==> src/kbd_cfg.svh <==
// PS/2 keyboard front end configuration
// Queue depth, receiver idle timeout and counter width
`ifndef KBD_CFG_SVH
`define KBD_CFG_SVH

// --------------------
// Event queue
// --------------------

// Entries in the event queue, also the decoder's credits after reset
// Any power of two from 2 up
`define KBD_FIFO_DEPTH 4

// --------------------
// Receiver
// --------------------

// System clocks with no PS/2 falling edge before a partial frame is dropped
`define KBD_IDLE_CYCLES 2000

// --------------------
// Register block
// --------------------

`define KBD_CNT_W 8      // Width of the error and drop counters

`endif

==> src/kbd_pkg.sv <==
// Shared types for the PS/2 keyboard front end
// Byte, counter and level widths, FSM states and the register map
`include "kbd_cfg.svh"

package kbd_pkg;

    // --------------------
    // Vector types
    // --------------------
    typedef logic [7:0]                       scan_code_t;  // One PS/2 byte or key code
    typedef logic [`KBD_CNT_W-1:0]            cnt_t;        // Saturating event counters
    typedef logic [$clog2(`KBD_FIFO_DEPTH):0] level_t;      // Holds 0 up to the full depth
    typedef logic [1:0]                       reg_addr_t;   // Register port address

    // --------------------
    // State machines
    // --------------------

    // Receiver frame position
    typedef enum logic [1:0] {
        rx_idle,    // Waiting for a start bit
        rx_data,    // Eight data bits, LSB first
        rx_parity,  // Odd parity bit
        rx_stop     // Stop bit must be high
    } rx_state_t;

    // Prefix bytes seen so far for the current key
    typedef enum logic [1:0] {
        dec_base,     // No prefix pending
        dec_ext,      // After E0
        dec_brk,      // After F0
        dec_ext_brk   // After E0 F0
    } dec_state_t;

    // --------------------
    // Register map
    // --------------------
    localparam reg_addr_t REG_CTRL   = 2'd0;  // bit0 enable, bit1 report_break
    localparam reg_addr_t REG_STATUS = 2'd1;  // Queue level
    localparam reg_addr_t REG_ERR    = 2'd2;  // Bad frames
    localparam reg_addr_t REG_DROP   = 2'd3;  // Events lost for lack of credit

endpackage

==> src/kbd_event_if.sv <==
// Key event channel from the scan-code decoder into the event queue
// Events go forward and credits come back one per host pop

interface kbd_event_if;

    // --------------------
    // Forward path
    // --------------------
    logic                valid;   // One cycle per event, costs one credit
    kbd_pkg::scan_code_t code;    // Key code with prefixes stripped
    logic                ext;     // Key came after E0
    logic                brk;     // Key release, came after F0

    // --------------------
    // Return path
    // --------------------
    logic                credit;  // One cycle per freed queue slot

    // Decoder side
    modport src (
        output valid,
        output code,
        output ext,
        output brk,
        input  credit
    );

    // Queue side
    modport dst (
        input  valid,
        input  code,
        input  ext,
        input  brk,
        output credit
    );

endinterface

==> src/event_fifo.sv <==
// Key event queue
// First-word-fall-through buffer filled under credit by the decoder,
// each host pop frees one entry and returns one credit
`include "kbd_cfg.svh"

module event_fifo (
    input  logic                clk,
    input  logic                rst,
    kbd_event_if.dst            ev,
    output logic                ev_valid,   // Head entry present
    output kbd_pkg::scan_code_t ev_code,
    output logic                ev_ext,
    output logic                ev_brk,
    input  logic                ev_pop,     // Host takes the head
    output kbd_pkg::level_t     level
);
    localparam int DEPTH = `KBD_FIFO_DEPTH;
    localparam int PTR_W = $clog2(DEPTH);

    kbd_pkg::scan_code_t code_mem [DEPTH];
    logic                ext_mem  [DEPTH];
    logic                brk_mem  [DEPTH];
    logic [PTR_W-1:0]    wr_ptr;             // Wraps at the power-of-two depth
    logic [PTR_W-1:0]    rd_ptr;
    logic                pop;

    // --------------------
    // Head and credit return
    // --------------------
    assign ev_valid  = (level != '0);
    assign pop       = ev_pop && ev_valid;   // Pop on an empty queue does nothing
    assign ev.credit = pop;
    assign ev_code   = code_mem[rd_ptr];
    assign ev_ext    = ext_mem[rd_ptr];
    assign ev_brk    = brk_mem[rd_ptr];

    always_ff @(posedge clk) begin
        if (ev.valid) begin
            code_mem[wr_ptr] <= ev.code;
            ext_mem[wr_ptr]  <= ev.ext;
            brk_mem[wr_ptr]  <= ev.brk;
        end
    end

    // --------------------
    // Pointers and level
    // --------------------
    always_ff @(posedge clk) begin
        if (rst) begin
            wr_ptr <= '0;
            rd_ptr <= '0;
            level  <= '0;
        end else begin
            if (ev.valid)
                wr_ptr <= wr_ptr + 1'b1;
            if (pop)
                rd_ptr <= rd_ptr + 1'b1;
            case ({ev.valid, pop})
                2'b10:   level <= level + 1'b1;
                2'b01:   level <= level - 1'b1;
                default: ;
            endcase
        end
    end

    assert property (@(posedge clk) disable iff (rst)
        ev.valid |-> level != kbd_pkg::level_t'(DEPTH))
        else $error("event_fifo write while full");
    assert property (@(posedge clk) disable iff (rst)
        (ev_pop && !ev_valid) |=> level == kbd_pkg::level_t'($past(ev.valid)))
        else $error("event_fifo level moved on a pop while empty");

endmodule

==> src/kbd_regs.sv <==
// Keyboard register block
// Control bits for the decoder, saturating frame error and drop counters
// and a combinational read port

module kbd_regs (
    input  logic                clk,
    input  logic                rst,
    input  logic                reg_wr,
    input  kbd_pkg::reg_addr_t  reg_addr,
    input  kbd_pkg::scan_code_t reg_wdata,
    output kbd_pkg::scan_code_t reg_rdata,
    input  logic                frame_err,     // From the receiver
    input  logic                drop,          // From the decoder
    input  kbd_pkg::level_t     level,         // Queue fill level
    output logic                enable,
    output logic                report_break
);
    kbd_pkg::cnt_t err_cnt;
    kbd_pkg::cnt_t drop_cnt;
    logic          clr_err;
    logic          clr_drop;

    // Counter step, a clear beats an increment and the top value holds
    function automatic kbd_pkg::cnt_t sat_next(
        input kbd_pkg::cnt_t cnt,
        input logic          clr,
        input logic          inc
    );
        kbd_pkg::cnt_t nxt;
        nxt = cnt;
        if (clr)
            nxt = '0;
        else if (inc && (cnt != '1))
            nxt = cnt + 1'b1;
        return nxt;
    endfunction

    // Any write to a counter address clears it
    assign clr_err  = reg_wr && (reg_addr == kbd_pkg::REG_ERR);
    assign clr_drop = reg_wr && (reg_addr == kbd_pkg::REG_DROP);

    // --------------------
    // Register updates
    // --------------------
    always_ff @(posedge clk) begin
        if (rst) begin
            enable       <= 1'b1;
            report_break <= 1'b1;
            err_cnt      <= '0;
            drop_cnt     <= '0;
        end else begin
            if (reg_wr && (reg_addr == kbd_pkg::REG_CTRL)) begin
                enable       <= reg_wdata[0];
                report_break <= reg_wdata[1];
            end
            err_cnt  <= sat_next(err_cnt, clr_err, frame_err);
            drop_cnt <= sat_next(drop_cnt, clr_drop, drop);
        end
    end

    // --------------------
    // Read mux
    // --------------------
    always_comb begin
        reg_rdata = '0;
        case (reg_addr)
            kbd_pkg::REG_CTRL:   reg_rdata = {6'b0, report_break, enable};
            kbd_pkg::REG_STATUS: reg_rdata = kbd_pkg::scan_code_t'(level);
            kbd_pkg::REG_ERR:    reg_rdata = kbd_pkg::scan_code_t'(err_cnt);
            kbd_pkg::REG_DROP:   reg_rdata = kbd_pkg::scan_code_t'(drop_cnt);
            default:             ;
        endcase
    end

endmodule

==> src/kbd_top.sv <==
// PS/2 keyboard front end
// Receiver, scan-code decoder, event queue and register block

module kbd_top (
    input  logic                clk,
    input  logic                rst,
    input  logic                ps2_clk,     // Asynchronous
    input  logic                ps2_data,    // Asynchronous
    output logic                ev_valid,
    output kbd_pkg::scan_code_t ev_code,
    output logic                ev_ext,
    output logic                ev_brk,
    input  logic                ev_pop,
    input  logic                reg_wr,
    input  kbd_pkg::reg_addr_t  reg_addr,
    input  kbd_pkg::scan_code_t reg_wdata,
    output kbd_pkg::scan_code_t reg_rdata
);
    logic                byte_valid;
    kbd_pkg::scan_code_t rx_byte;
    logic                frame_err;
    logic                drop;
    logic                enable;
    logic                report_break;
    kbd_pkg::level_t     level;

    kbd_event_if ev_if ();   // Decoder to queue

    ps2_rx u_rx (
        .clk        (clk),
        .rst        (rst),
        .ps2_clk    (ps2_clk),
        .ps2_data   (ps2_data),
        .byte_valid (byte_valid),
        .rx_byte    (rx_byte),
        .frame_err  (frame_err)
    );

    scan_decoder u_dec (
        .clk          (clk),
        .rst          (rst),
        .byte_valid   (byte_valid),
        .rx_byte      (rx_byte),
        .enable       (enable),
        .report_break (report_break),
        .ev           (ev_if.src),
        .drop         (drop)
    );

    event_fifo u_fifo (
        .clk      (clk),
        .rst      (rst),
        .ev       (ev_if.dst),
        .ev_valid (ev_valid),
        .ev_code  (ev_code),
        .ev_ext   (ev_ext),
        .ev_brk   (ev_brk),
        .ev_pop   (ev_pop),
        .level    (level)
    );

    kbd_regs u_regs (
        .clk          (clk),
        .rst          (rst),
        .reg_wr       (reg_wr),
        .reg_addr     (reg_addr),
        .reg_wdata    (reg_wdata),
        .reg_rdata    (reg_rdata),
        .frame_err    (frame_err),
        .drop         (drop),
        .level        (level),
        .enable       (enable),
        .report_break (report_break)
    );

endmodule

==> src/ps2_rx.sv <==
// PS/2 frame receiver
// Synchronizes the keyboard lines, finds falling clock edges and assembles
// 11-bit frames with odd parity and stop checks plus an idle abort
`include "kbd_cfg.svh"

module ps2_rx (
    input  logic                clk,
    input  logic                rst,
    input  logic                ps2_clk,     // Asynchronous keyboard clock
    input  logic                ps2_data,    // Asynchronous keyboard data
    output logic                byte_valid,  // Good frame, one cycle
    output kbd_pkg::scan_code_t rx_byte,     // Data byte of the last frame
    output logic                frame_err    // Bad parity or stop bit, one cycle
);
    localparam int IDLE_W = $clog2(`KBD_IDLE_CYCLES + 1);

    logic                clk_s1;
    logic                clk_s2;
    logic                clk_d;      // Previous synchronized clock
    logic                fall;       // Registered falling edge
    logic                data_s1;
    logic                data_s2;
    kbd_pkg::rx_state_t  state;
    logic [3:0]          bit_cnt;    // Index of the next frame bit
    kbd_pkg::scan_code_t shreg;
    logic                par_bit;
    logic [IDLE_W-1:0]   idle_cnt;
    logic                timeout;

    // --------------------
    // Synchronizer and edge
    // --------------------
    always_ff @(posedge clk) begin
        if (rst) begin
            clk_s1 <= 1'b1;              // Idle line is high
            clk_s2 <= 1'b1;
            clk_d  <= 1'b1;
            fall   <= 1'b0;
        end else begin
            clk_s1 <= ps2_clk;
            clk_s2 <= clk_s1;
            clk_d  <= clk_s2;
            fall   <= clk_d & ~clk_s2;   // Seen 3 clocks after the pin
        end
    end

    always_ff @(posedge clk) begin
        data_s1 <= ps2_data;
        data_s2 <= data_s1;              // Stable for half a PS/2 period
    end

    // --------------------
    // Frame assembly
    // --------------------
    assign timeout = (idle_cnt == IDLE_W'(`KBD_IDLE_CYCLES - 1));

    always_ff @(posedge clk) begin
        if (rst) begin
            state      <= kbd_pkg::rx_idle;
            bit_cnt    <= 4'd0;
            idle_cnt   <= '0;
            byte_valid <= 1'b0;
            frame_err  <= 1'b0;
        end else begin
            byte_valid <= 1'b0;
            frame_err  <= 1'b0;
            // Quiet time inside a frame
            idle_cnt <= (state == kbd_pkg::rx_idle || fall) ? '0 : idle_cnt + 1'b1;
            if (fall) begin
                case (state)
                    kbd_pkg::rx_idle: begin
                        if (!data_s2) begin           // Start bit is low
                            state   <= kbd_pkg::rx_data;
                            bit_cnt <= 4'd1;
                        end
                    end
                    kbd_pkg::rx_data: begin
                        bit_cnt <= bit_cnt + 4'd1;
                        if (bit_cnt == 4'd8)
                            state <= kbd_pkg::rx_parity;  // Last data bit
                    end
                    kbd_pkg::rx_parity: begin
                        bit_cnt <= 4'd10;
                        state   <= kbd_pkg::rx_stop;
                    end
                    default: begin                    // Stop bit
                        bit_cnt <= 4'd0;
                        state   <= kbd_pkg::rx_idle;
                        if (data_s2 && (^shreg ^ par_bit))
                            byte_valid <= 1'b1;
                        else
                            frame_err  <= 1'b1;
                    end
                endcase
            end else if (timeout) begin
                // Partial frame abandoned, not an error
                state   <= kbd_pkg::rx_idle;
                bit_cnt <= 4'd0;
            end
        end
    end

    // Payload shift, LSB arrives first
    always_ff @(posedge clk) begin
        if (fall && state == kbd_pkg::rx_data)
            shreg <= {data_s2, shreg[7:1]};
        if (fall && state == kbd_pkg::rx_parity)
            par_bit <= data_s2;
    end

    assign rx_byte = shreg;  // Holds until the next frame shifts in

    assert property (@(posedge clk) disable iff (rst) !(byte_valid && frame_err))
        else $error("ps2_rx good and bad frame flagged together");
    assert property (@(posedge clk) disable iff (rst) bit_cnt <= 4'd10)
        else $error("ps2_rx bit counter beyond the stop bit");

endmodule

==> src/scan_decoder.sv <==
// Scan-code decoder
// Folds E0 and F0 prefixes into one key event and sends it to the queue
// under credit flow control, with a drop pulse when no credit is left
`include "kbd_cfg.svh"

module scan_decoder (
    input  logic                clk,
    input  logic                rst,
    input  logic                byte_valid,
    input  kbd_pkg::scan_code_t rx_byte,
    input  logic                enable,
    input  logic                report_break,
    kbd_event_if.src            ev,
    output logic                drop          // Event lost, one cycle
);
    localparam kbd_pkg::scan_code_t CODE_EXT   = 8'hE0;
    localparam kbd_pkg::scan_code_t CODE_BRK   = 8'hF0;
    localparam kbd_pkg::level_t     CREDIT_MAX = kbd_pkg::level_t'(`KBD_FIFO_DEPTH);

    kbd_pkg::dec_state_t state;
    kbd_pkg::dec_state_t pre_state;   // State after a prefix byte
    kbd_pkg::level_t     credits;     // Free queue slots
    logic                cur_ext;
    logic                cur_brk;
    logic                is_prefix;
    logic                new_ev;      // Ordinary byte turning into an event
    logic                take;        // Event sent, costs one credit

    // --------------------
    // Prefix tracking
    // --------------------
    assign cur_ext   = (state == kbd_pkg::dec_ext) || (state == kbd_pkg::dec_ext_brk);
    assign cur_brk   = (state == kbd_pkg::dec_brk) || (state == kbd_pkg::dec_ext_brk);
    assign is_prefix = (rx_byte == CODE_EXT) || (rx_byte == CODE_BRK);

    always_comb begin
        case ({cur_ext | (rx_byte == CODE_EXT), cur_brk | (rx_byte == CODE_BRK)})
            2'b10:   pre_state = kbd_pkg::dec_ext;
            2'b01:   pre_state = kbd_pkg::dec_brk;
            2'b11:   pre_state = kbd_pkg::dec_ext_brk;
            default: pre_state = kbd_pkg::dec_base;
        endcase
    end

    // Silent releases are neither sent nor counted
    assign new_ev = byte_valid && enable && !is_prefix && !(cur_brk && !report_break);
    assign take   = new_ev && (credits != '0);

    // --------------------
    // State, outputs, credits
    // --------------------
    always_ff @(posedge clk) begin
        if (rst) begin
            state    <= kbd_pkg::dec_base;
            ev.valid <= 1'b0;
            drop     <= 1'b0;
            credits  <= CREDIT_MAX;          // Queue starts empty
        end else begin
            ev.valid <= take;
            drop     <= new_ev && (credits == '0);
            if (!enable)
                state <= kbd_pkg::dec_base;  // Bytes ignored while disabled
            else if (byte_valid)
                state <= is_prefix ? pre_state : kbd_pkg::dec_base;
            case ({take, ev.credit})
                2'b10:   credits <= credits - 1'b1;
                2'b01:   credits <= credits + 1'b1;
                default: ;                   // Both or neither
            endcase
        end
    end

    always_ff @(posedge clk) begin
        if (new_ev) begin
            ev.code <= rx_byte;
            ev.ext  <= cur_ext;
            ev.brk  <= cur_brk;
        end
    end

    assert property (@(posedge clk) disable iff (rst) ev.valid |-> $past(credits) != '0)
        else $error("scan_decoder sent an event without credit");
    assert property (@(posedge clk) disable iff (rst) credits <= CREDIT_MAX)
        else $error("scan_decoder holds more credits than queue entries");

endmodule

==> config.mk <==
export PLATFORM = sky130hd
export DESIGN_NAME = kbd_top
export DESIGN_NICKNAME = d
export VERILOG_FILES = /design/src/kbd_pkg.sv /design/src/kbd_event_if.sv /design/src/event_fifo.sv /design/src/kbd_regs.sv /design/src/kbd_top.sv /design/src/ps2_rx.sv /design/src/scan_decoder.sv
export VERILOG_INCLUDE_DIRS = /design/src
export SDC_FILE = /design/constraint.sdc
export NUM_CORES = 1
export LEC_CHECK = 0
export BUFFER_PORTS_ARGS = -buffer_cell sky130_fd_sc_hd__clkbuf_2
export CORE_MARGIN = 1.5
export CORE_UTILIZATION = 28
export DETAILED_ROUTE_END_ITERATION = 6
export PLACE_DENSITY = 0.41
export SLEW_MARGIN = 5
export SYNTH_ARGS = -nofsm -noshare
export SYNTH_HDL_FRONTEND = slang
export SYNTH_SLANG_ARGS = --single-unit
==> constraint.sdc <==
create_clock -name clk -period 2.35 [get_ports clk]
set_input_delay 0.5875 -clock clk [delete_from_list [all_inputs] [get_ports clk]]
set_output_delay 0.5875 -clock clk [all_outputs]
set_load 0.05 [all_outputs]
Word level (Yosys, flattened, before mapping)
Memories as Yosys holds them, arrays and structs flattened. A register that Yosys moved wholly into a read port is not among the register bits.
Index checks and enable logic that the tools add are counted.

storage, ports and cells
  output and inout bits = 19
  memories = 3
  memory bits (writable) = 40
  flip-flop bits (word level) = 76

memories
  memory           depth  bits a word  rd ports  clocked after Yosys merged registers in  write ports  line              RTL
  u_fifo.code_mem  4      8            1         1                                        1            event_fifo.sv:20  kbd_pkg::scan_code_t code_mem [DEPTH];
  u_fifo.brk_mem   4      1            1         1                                        1            event_fifo.sv:22  logic brk_mem [DEPTH];
  u_fifo.ext_mem   4      1            1         1                                        1            event_fifo.sv:21  logic ext_mem [DEPTH];

operators by class
  add/sub/neg operators = 10
  eq/ne operators = 23
  bitwise logic cells = 7
  muxes and demuxes = 24
  reductions and logical operators = 38

operator list
  operator                                          count
  one-hot mux 8 bit (4 select lines)                1
  two-way mux 2 bit                                 11
  == test 2 bit, second input constant              9
  adder 8 x 1 -> 8 bit, second input constant       2
  == test 8 bit, second input constant              2
  != test 8 bit, second input constant              2
  logical AND 1 bit                                 15
  == test 2 x 1 -> 1 bit, second input constant     6
  two-way mux 4 bit                                 3
  one-hot mux 2 bit (3 select lines)                2
  one-hot mux 3 bit (2 select lines)                2
  one-hot mux 4 bit (3 select lines)                1
  adder 11 x 1 -> 11 bit, second input constant     1
  == test 11 bit, second input constant             1
  OR reduction 2 bit                                4
  parity 8 bit                                      1
  adder 3 x 1 -> 3 bit, second input constant       2
  != test 3 bit, second input constant              2
  nonzero test 2 bit                                3
  nonzero test 3 bit                                2
  subtractor 3 x 1 -> 3 bit, second input constant  2
  OR reduction 5 bit                                1
  adder 2 x 1 -> 2 bit, second input constant       2
  adder 4 x 1 -> 4 bit, second input constant       1
  12 further kinds                                  24

Longest topological paths before layout
Gate-level depths: netlist of run 1.

  depth after elaboration = 8
  gate-level depth with buffers = 11
  gate-level depth less buffers = 11

Cells and area by module
Synthesis of run 1 repeated with hierarchy kept, for this count alone.

second synthesis, totals
  cell total of the unflattened synthesis = 398
  area total of the unflattened synthesis = 5,108.6 µm²

modules (own cells, without submodules)
  module        area an instance (µm²)  cells an instance  times used
  event_fifo    1,901.8                 99                 1
  ps2_rx        1,445.1                 136                1
  kbd_regs      1,116.1                 117                1
  scan_decoder  645.6                   46                 1

Worst setup path before layout of run 1
Ideal clock, no wire load.

  kind = input to output
  from = input reg_addr[0]
  to = output reg_rdata[2]
  setup slack = -0.181 ns
  stages on the path = 3
  data required time = 1.762 ns
  path buffers = 1
  data arrival time = 1.943 ns
  path through = buf_2 nand2_1 o21ai_0

between the ends
  cells in the longest elaborated chain, start to end = 2

ends and longest elaborated chain
  item                                   line            RTL
  start, declared                        kbd_top.sv:15   input kbd_pkg::reg_addr_t reg_addr,
  == test 2 bit (tied with other cells)  kbd_regs.sv:66  case (reg_addr)
  one-hot mux 8 bit (4 select lines) *   kbd_regs.sv:66
  end, declared                          kbd_top.sv:17   output kbd_pkg::scan_code_t reg_rdata

Mark *: on every way between the ends. The rest lies on a longest branch, timed or not.

==> out/qor.txt, run 1 <==
status - complete, no violations
Pleak - 2.16 nW
hold-fix buffers at CTS - 0
critical path class - flop to output port
Cell Area, Placed - 0.00546 mm2
Synth Cell Area - 0.00499 mm2
total iterations of the first detailed-routing run - 6
CTS Buf Count - 17
Vias/cell - 4.46
Synth Flop Type - edfxtp_1
CTS root buffer - clkbuf_16
fin. max-slew vios - 0
initial antenna violation count - 0
largest cells by area after synthesis - edfxtp_1 (35%), dfxtp_1 (24%), mux4_2 (5.4%), ha_1 (5.0%), nor2_1 (3.0%)
first-pass GRT wire length - 15.0 mm
grt ovf - 0
CP Capture Type - output port
DRC viols - 0
max_slew headroom - 60.0%
Setup-failing EPs final - 0
GR Util All Layers - 10.7%
area share of the largest cell type after synthesis - 35.5%
min Tclk post-route - 2.26 ns
n_diodes - 0
max-cap viol count - 0
crit start category - flop
nets - 487
period utilization - 96.3%
HPWL after DPL - 6.01 mm
vias in the first global route - 3004
post-synthesis sequential area ratio - 59.1%
CTS Sinks - 118
CTS tree - built
VDD IR-drop max - 474 uV
net count after synthesis - 437
Yosys warning total - 0
skew final - 0.00803 ns
layout cells sized above 1 - 21.9%
Synth async-reset ratio - 0%
Synth cell types - 55
gpl congestion - 0.761
largest net degree at the start of global routing - 17
RSZ-0062 raised after global routing - true
DR vias - 3062
post-placement cell count - 653
Post-synth EDFFs - 59
Slew @ Worst Pin - 0.596 ns
Hold Crit Class - input pin to flop
setup slack, reg-to-reg - 0.10 ns
Initial DRC Count - 133
PwrDens - 760 mW/mm2
# IOs - 35
clock-pin slew on the worst setup and hold paths - 0.06 ns
FF-to-FF Start - u_rx.rx_byte[3]
post-synth top area cell - edfxtp_1
die area - 0.0186 mm2
cell count after synthesis - 399
most frequent cells in the layout - dfxtp_1 (59), edfxtp_1 (59), nor2_1 (40)
Starting Density - 28.8%
die height - 137 um
antenna viol nets, final - 0
synth-to-layout area growth - 21.8%
Worst Path Max Fanout - 10
clock buffer depth - 2
final design area excluding fillers - 0.00608 mm2
final hold violation count - 0
wirelength, routed - 9.04 mm
core footprint - 0.0174 mm2
average cell area after synthesis - 12.5 um2
worst skew pair latency - 0.41 ns
H-tree depth - 4
I/O Buffers - 28
Yosys reg bits - 118
Arrival @ worst endpoint - 1.67 ns
Non-Filler Instances - 687
DR WL/cell - 13.2 um
Die W - 137 um
row cnt - 48
hold path start - ps2_data
fin util - 35.0%
required time worst endpoint - 1.76 ns
Max Fclk - 0.442 GHz
timing repair:
item	4_1_cts	5_1_grt
endpoints found under the setup margin	10	6
gates resized for setup	6	13
pin swaps	0	2
setup buffers	1	1
metal layers:
layer / part of all wire, % / up-vias / global-route usage [%]
li1: - / 1548 / -
met2: 47 / 37 / 16.8
met5: 0 / - / 0
met4: 2.0 / 0 / 5.32
met3: 3.3 / 19 / 3.56
met1: 48 / 1458 / 13.2
per-stage QoR:
step | power (mW) | hold slack, ns | setup TNS [ns] | setup slack, ns
floorplan | 2.23 | 0.310 | 0 | 0.168
global placement | 2.26 | 0.322 | 0 | 0.0122
detailed placement | 2.26 | 0.323 | -0.00913 | -0.00504
CTS | 4.70 | 0.253 | 0 | 0.0101
global route | 4.80 | 0.254 | -0.0145 | -0.0145
finish | 4.62 | 0.274 | 0 | 0.0878
cell usage after synthesis (8+ instances only):
cell type	number
a21oi_1	14
dfxtp_1	59
edfxtp_1	59
ha_1	20
inv_1	25
mux2i_1	12
mux4_2	12
nand2_1	23
nand3_1	8
nand4_1	8
nor2_1	40
xnor2_1	12
xor2_1	12
area by class of cell:
cell class	count	area (um2)
fill	1715	11300
sequential	118	2950
multi-input combinational	244	1930
clock buffer	18	429
tap	225	282
timing repair buffer	41	254
clock inverter	14	126
inverter	27	101
cell families after synthesis:
group	share of synthesized area, %
simple gates	12.6
flops	59.1
compound gates	6.87
buf+inv	2.83
xor+xnor	4.66
mux	8.05
fa+ha+maj	5.81
path summary, 6_finish.rpt:
check,endpoint,cells past startpoint
worst max-delay path,ev_code[6],3
worst min-delay path,u_rx.data_s1,1
worst max register to register,u_dec.credits[2],11
worst min register to register,u_rx.data_s2,0
power by group:
part	switching, mW	internal (mW)	total (mW)
clock network	0.952	1.46	2.41
registers	0.00430	2.15	2.15
logic	0.0383	0.0230	0.0612
registers in the layout (all words and copies together), names as in the netlist, 3 cells and up, named ones only:
name / flops
u_fifo.code_mem: 32
u_rx.idle_cnt: 11
u_dec.ev.code: 8
u_regs.drop_cnt: 8
u_regs.err_cnt: 8
u_rx.rx_byte: 8
u_fifo.brk_mem: 4
u_fifo.ext_mem: 4
u_rx.bit_cnt: 4
u_dec.credits: 3
u_fifo.level: 3
critical path: stages (launching register included):
cell and delay (ns):
dfxtp_1 0.32, buf_6 0.19, mux4_2 0.53, clkbuf_4 0.23
(Power assumes the default switching activity.)
==> run 2, diff against run 1 <==
--- a/config.mk
+++ b/config.mk
@@ -6,6 +6,7 @@
 export SDC_FILE = /design/constraint.sdc
 export NUM_CORES = 1
 export LEC_CHECK = 0
+export ABC_AREA = 1
 export BUFFER_PORTS_ARGS = -buffer_cell sky130_fd_sc_hd__clkbuf_2
 export CORE_MARGIN = 1.5
 export CORE_UTILIZATION = 28
==> out/qor.txt, run 2 <==
clock network fraction of total power - 47.7%
wirelength, routed - 9.89 mm
# IOs - 35
skew final - 0.00686 ns
layout cells sized above 1 - 16.1%
final worst slack - 0.128 ns
combinational share of power - 7.8%
Post-synth EDFFs - 59
GR Util All Layers - 11.3%
area share of the largest cell type after synthesis - 34.7%
Place WS - 0.115 ns
net count after synthesis - 583
CTS tree - built
Sequential Area - 0.00295 mm2
crit start category - flop
CTS Sinks - 118
Arrival @ worst endpoint - 1.63 ns
Slew @ Worst Pin - 0.508 ns
DRC viols - 0
Hold Crit Class - input pin to flop
I/O Buffers - 28
min Tclk post-route - 2.22 ns
Pleak - 2.29 nW
RSZ-0062 raised after global routing - false
VDD IR-drop max - 593 uV
n_diodes - 0
post-synthesis sequential area ratio - 57.9%
HPWL after DPL - 6.95 mm
row cnt - 49
commonest non-fill, non-tap cell in the layout - nand2_1
Max Fclk - 0.450 GHz
fin. max-slew vios - 0
gpl congestion - 0.763
first-pass GRT wire length - 16.4 mm
biggest regs - u_fifo.code_mem (32), u_rx.idle_cnt (11)
Synth cell types - 39
status - complete, no violations
DR WL/cell - 12.0 um
post-synth top area cell - edfxtp_1
multi-input logic area - 0.00185 mm2
Setup-failing EPs final - 0
die height - 138 um
Synth async-reset ratio - 0%
FF-to-FF Start - u_rx.rx_byte[1]
hold path start - ps2_data
top-count cell post-synth - nand2_1
total iterations of the first detailed-routing run - 4
Post-synth top cells - nand2_1 (82), inv_1 (71), dfxtp_1 (59), edfxtp_1 (59), nor2_1 (59)
antenna viol nets, final - 0
die area - 0.0190 mm2
nets - 623
vias in the first global route - 3416
hold-fix buffers at CTS - 0
final hold violation count - 0
worst skew pair latency - 0.41 ns
switching part of the total - 26.1%
synth-to-layout area growth - 19.8%
largest net degree at the start of global routing - 21
register share of total power - 44.4%
critical path class - flop to output port
fillers - 1823
Vias/cell - 4.38
cell count after synthesis - 545
Die W - 138 um
max-cap viol count - 0
PwrDens - 808 mW/mm2
period utilization - 94.5%
most frequent cells in the layout - nand2_1 (82), inv_1 (66), edfxtp_1 (59)
Yosys reg bits - 118
Synth Cell Area - 0.00510 mm2
Biggest register - u_fifo.code_mem
largest cells by area after synthesis - edfxtp_1 (35%), dfxtp_1 (23%), nand2_1 (6.0%), inv_1 (5.2%), ha_1 (4.9%)
CP Capture Type - output port
Initial DRC Count - 160
max FFs per register - 32
grt ovf - 0
Starting Density - 28.5%
core footprint - 0.0179 mm2
max_slew headroom - 66.1%
setup TNS - 0 ns
required time worst endpoint - 1.76 ns
clock-pin slew on the worst setup and hold paths - 0.06 ns
CTS Buf Count - 17
Worst Path Max Fanout - 20
H-tree depth - 4
CTS root buffer - clkbuf_16
initial antenna violation count - 0
Synth Flop Type - edfxtp_1
clock buffer depth - 2
switching pwr - 1.29 mW
DR vias - 3623
Yosys warning total - 0
Pint - 3.65 mW
average cell area after synthesis - 9.36 um2
==> run 2: repair_timing <==
action | 4_1_cts | 5_1_grt
gates resized for setup | 2 | 18
pin swaps | 0 | 4
setup endpoints to repair | 10 | 10
hold endpoints to repair | 0 | 0
buffers inserted | 0 | 1
==> run 2: stage by stage <==
| stage | util [%] | total power, mW | std cells | instance area, um2 | hold WS, ns |
|---|---|---|---|---|---|
| 2_1_floorplan | - | 2.51 | 545 | 5100 | 0.310 |
| 3_3_place_gp | 30.8 | 2.59 | 794 | 5510 | 0.312 |
| 3_5_place_dp | 30.8 | 2.60 | 794 | 5510 | 0.313 |
| 4_1_cts | 33.8 | 4.98 | 826 | 6060 | 0.258 |
| 5_1_grt | 34.1 | 5.15 | 827 | 6110 | 0.256 |
| 6_report | 34.1 | 4.94 | 827 | 6110 | 0.281 |
==> run 2: cell type report <==
class                           count  share of cell area, %
Tap cell                          229                   4.69
Timing Repair Buffer               34                   3.34
Clock buffer                       17                   6.96
Multi-Input combinational cell    341                   30.2
Clock inverter                     15                   1.96
Inverter                           73                   4.54
Sequential cell                   118                   48.3
==> run 2: cells by family (layout without fill, tap and decap cells) <==
| logic type | after synthesis | count (layout) | synth area share [%] |
|---|---|---|---|
| xor gates and xnor gates | 5 | 5 | 0.858 |
| adders and majority gates | 22 | 22 | 5.69 |
| DFF | 118 | 118 | 57.9 |
| and+or+nand+nor | 212 | 212 | 18.1 |
| AOI/OAI and AO/OA | 102 | 102 | 10.9 |
| buffers and inverters | 86 | 139 | 6.57 |
==> run 2: final timing paths <==
path / depth (start not counted) / slack, ns / endpoint
setup / recovery: 4 / 0.13 / ev_code[7]
hold / removal: 1 / 0.28 / u_rx.data_s1
setup reg to reg: 15 / 0.23 / u_dec.credits[2]
hold reg to reg: 0 / 0.33 / u_rx.data_s2
==> run 2: power by group through the flow <==
stage	registers (mW)	clock network (mW)	logic [mW]
detailed placement	2.24	0	0.362
global placement	2.23	0	0.357
global route	2.20	2.52	0.427
CTS	2.19	2.42	0.365
finish	2.19	2.36	0.387
floorplan	2.23	0	0.278
==> run 2: layer usage <==
layer / global-route usage (%) / wire length [um] / up-vias
li1: - / - / 1922
met1: 14.7 / 4920 / 1636
met2: 17.2 / 4440 / 55
met3: 3.98 / 403 / 10
met4: 3.99 / 125 / 0
met5: 0 / 0 / -
==> run 2: critical path: stages, from the launching register on <==
cell and delay [ns]:
dfxtp_1 0.39, buf_6 0.21, o21ai_0 0.11, o22ai_1 0.21
buf_2 0.30
==> run 3, diff against run 2 <==
--- a/config.mk
+++ b/config.mk
@@ -8,10 +8,11 @@
 export LEC_CHECK = 0
 export ABC_AREA = 1
 export BUFFER_PORTS_ARGS = -buffer_cell sky130_fd_sc_hd__clkbuf_2
-export CORE_MARGIN = 1.5
+export CORE_MARGIN = 8
 export CORE_UTILIZATION = 28
 export DETAILED_ROUTE_END_ITERATION = 6
-export PLACE_DENSITY = 0.41
+export GPL_TIMING_DRIVEN = 0
+export PLACE_DENSITY = 0.46
 export SLEW_MARGIN = 5
 export SYNTH_ARGS = -nofsm -noshare
 export SYNTH_HDL_FRONTEND = slang
==> out/qor.txt, run 3 (synthesis gave the netlist of run 2 again) <==
status - complete, no violations
# IOs - 35
CTS root buffer - clkbuf_16
worst skew pair latency - 0.41 ns
max_slew headroom - 67.1%
n_diodes - 0
die height - 151 um
VDD IR-drop max - 486 uV
Hold Path Depth - 1
wirelength, routed - 10.4 mm
max FFs per register - 32
setup TNS - 0 ns
period utilization - 94.9%
Max Fclk - 0.448 GHz
synth-to-layout area growth - 20.5%
Sequential Area - 0.00295 mm2
Slew @ Worst Pin - 0.493 ns
Hold Crit Class - input pin to flop
Arrival @ worst endpoint - 1.64 ns
Biggest register - u_fifo.code_mem
cell family with most CP delay - buffers and inverters
worst-path cell chain - clkbuf_2 > o21ai_0 > o22ai_1 > buf_2
fin. max-slew vios - 0
row cnt - 49
total iterations of the first detailed-routing run - 5
CTS Sinks - 118
vias in the first global route - 3583
CP bufs+invs - 2
required time worst endpoint - 1.76 ns
Vias/cell - 4.47
Die W - 151 um
clock buffer depth - 2
Place WS - -0.214 ns
I/O Buffers - 26
DR vias - 3733
commonest non-fill, non-tap cell in the layout - nand2_1
RR Endpoint - u_dec.credits[2]
FF-to-FF Start - u_rx.rx_byte[1]
setup slack, reg-to-reg - 0.16 ns
critical path class - flop to output port
Initial DRC Count - 244
most frequent cells in the layout - nand2_1 (82), inv_1 (69), dfxtp_1 (59), edfxtp_1 (59), nor2_1 (58)
hold-fix buffers at CTS - 0
DRC viols - 0
min Tclk post-route - 2.23 ns
die area - 0.0228 mm2
DR WL/cell - 12.5 um
first-pass GRT wire length - 17.0 mm
skew final - 0.00616 ns
biggest regs - u_fifo.code_mem (32), u_rx.idle_cnt (11)
multi-input logic area - 0.00185 mm2
CP peak stage delay - 0.35 ns
final hold violation count - 0
Starting Density - 28.5%
PwrDens - 811 mW/mm2
layout cells sized above 1 - 15.7%
nets - 632
gpl congestion - 0.806
CTS Buf Count - 17
RSZ-0062 raised after global routing - false
Setup-failing EPs final - 0
crit start category - flop
Worst path slowest cell - dfxtp_1
Register-to-Register Path Depth - 15
CTS tree - built
Pleak - 2.31 nW
hold path start - ps2_data
antenna viol nets, final - 0
max-cap viol count - 0
clock-pin slew on the worst setup and hold paths - 0.05 ns
Hold EP - u_rx.data_s1
core footprint - 0.0179 mm2
CP Capture Type - output port
grt ovf - 0
Worst Path Max Fanout - 10
largest net degree at the start of global routing - 17
HPWL after DPL - 7.30 mm
initial antenna violation count - 0
GR Util All Layers - 9.50%
fillers - 1848
H-tree depth - 4
final worst slack - 0.120 ns
run 3: cell types whose count changed in the layout (fill, tap and decap cells not counted), sizes merged:
cell / before / now
clkinv: 5 / 4
clkbuf: 43 / 50
buf: 8 / 12
clkinvlp: 5 / 4
bufinv: 0 / 1
inv: 78 / 77
run 3: how the worst max path moves through the flow:
stage                          startpoint               end  slack [ns]  cells past startpoint
after global placement    u_rx.rx_byte[2]  u_dec.credits[1]       -0.15                     13
final                                flop        ev_code[5]        0.12                      4
after detailed placement  u_rx.rx_byte[2]  u_dec.credits[1]       -0.21                     13
after CTS                 u_rx.rx_byte[1]  u_dec.credits[1]       -0.03                     13
after global routing                 flop        ev_code[0]       0.004                      4
after floorplan               reg_addr[1]      reg_rdata[2]       -0.24                      2
run 3: final cells by class:
| class | instances | share of cell area (%) |
|---|---|---|
| plain buffers | 13 | 1.10 |
| clock buffers | 19 | 7.04 |
| clock inverters | 13 | 2.04 |
| inverters | 73 | 4.46 |
| multi-input cells | 341 | 30.0 |
| flip-flops and latches | 118 | 48.0 |
| well taps | 229 | 4.66 |
| repair buffers | 30 | 2.65 |
run 3: where the power goes:
group          internal, mW  total (mW)  switching [mW]
Clock                  1.46        2.41           0.947
Combinational         0.101       0.382           0.280
Sequential             2.17        2.19          0.0233
Total                  3.74        4.99            1.25
run 3: layer usage:
metal | routed length (um) | GRT usage, %
met1 | 5050 | 11.5
met2 | 4890 | 15.3
met3 | 345 | 3.35
met4 | 132 | 3.61
met5 | 0 | 0
run 3: through the flow:
| step | power [mW] | instances | hold WS, ns | cell area (um2) | util [%] |
|---|---|---|---|---|---|
| after floorplan | 2.51 | 545 | 0.310 | 5100 | - |
| after global placement | 2.60 | 800 | 0.317 | 5520 | 30.8 |
| after detailed placement | 2.61 | 800 | 0.323 | 5520 | 30.8 |
| after CTS | 5.05 | 833 | 0.262 | 6100 | 34.1 |
| after global routing | 5.18 | 836 | 0.263 | 6150 | 34.3 |
| final | 4.99 | 836 | 0.283 | 6150 | 34.3 |
run 3: what timing repair did:
action / in CTS / in global routing
pin swaps: 0 / 4
setup endpoints to repair: 12 / 6
gates resized for setup: 7 / 13
setup buffers: 1 / 3
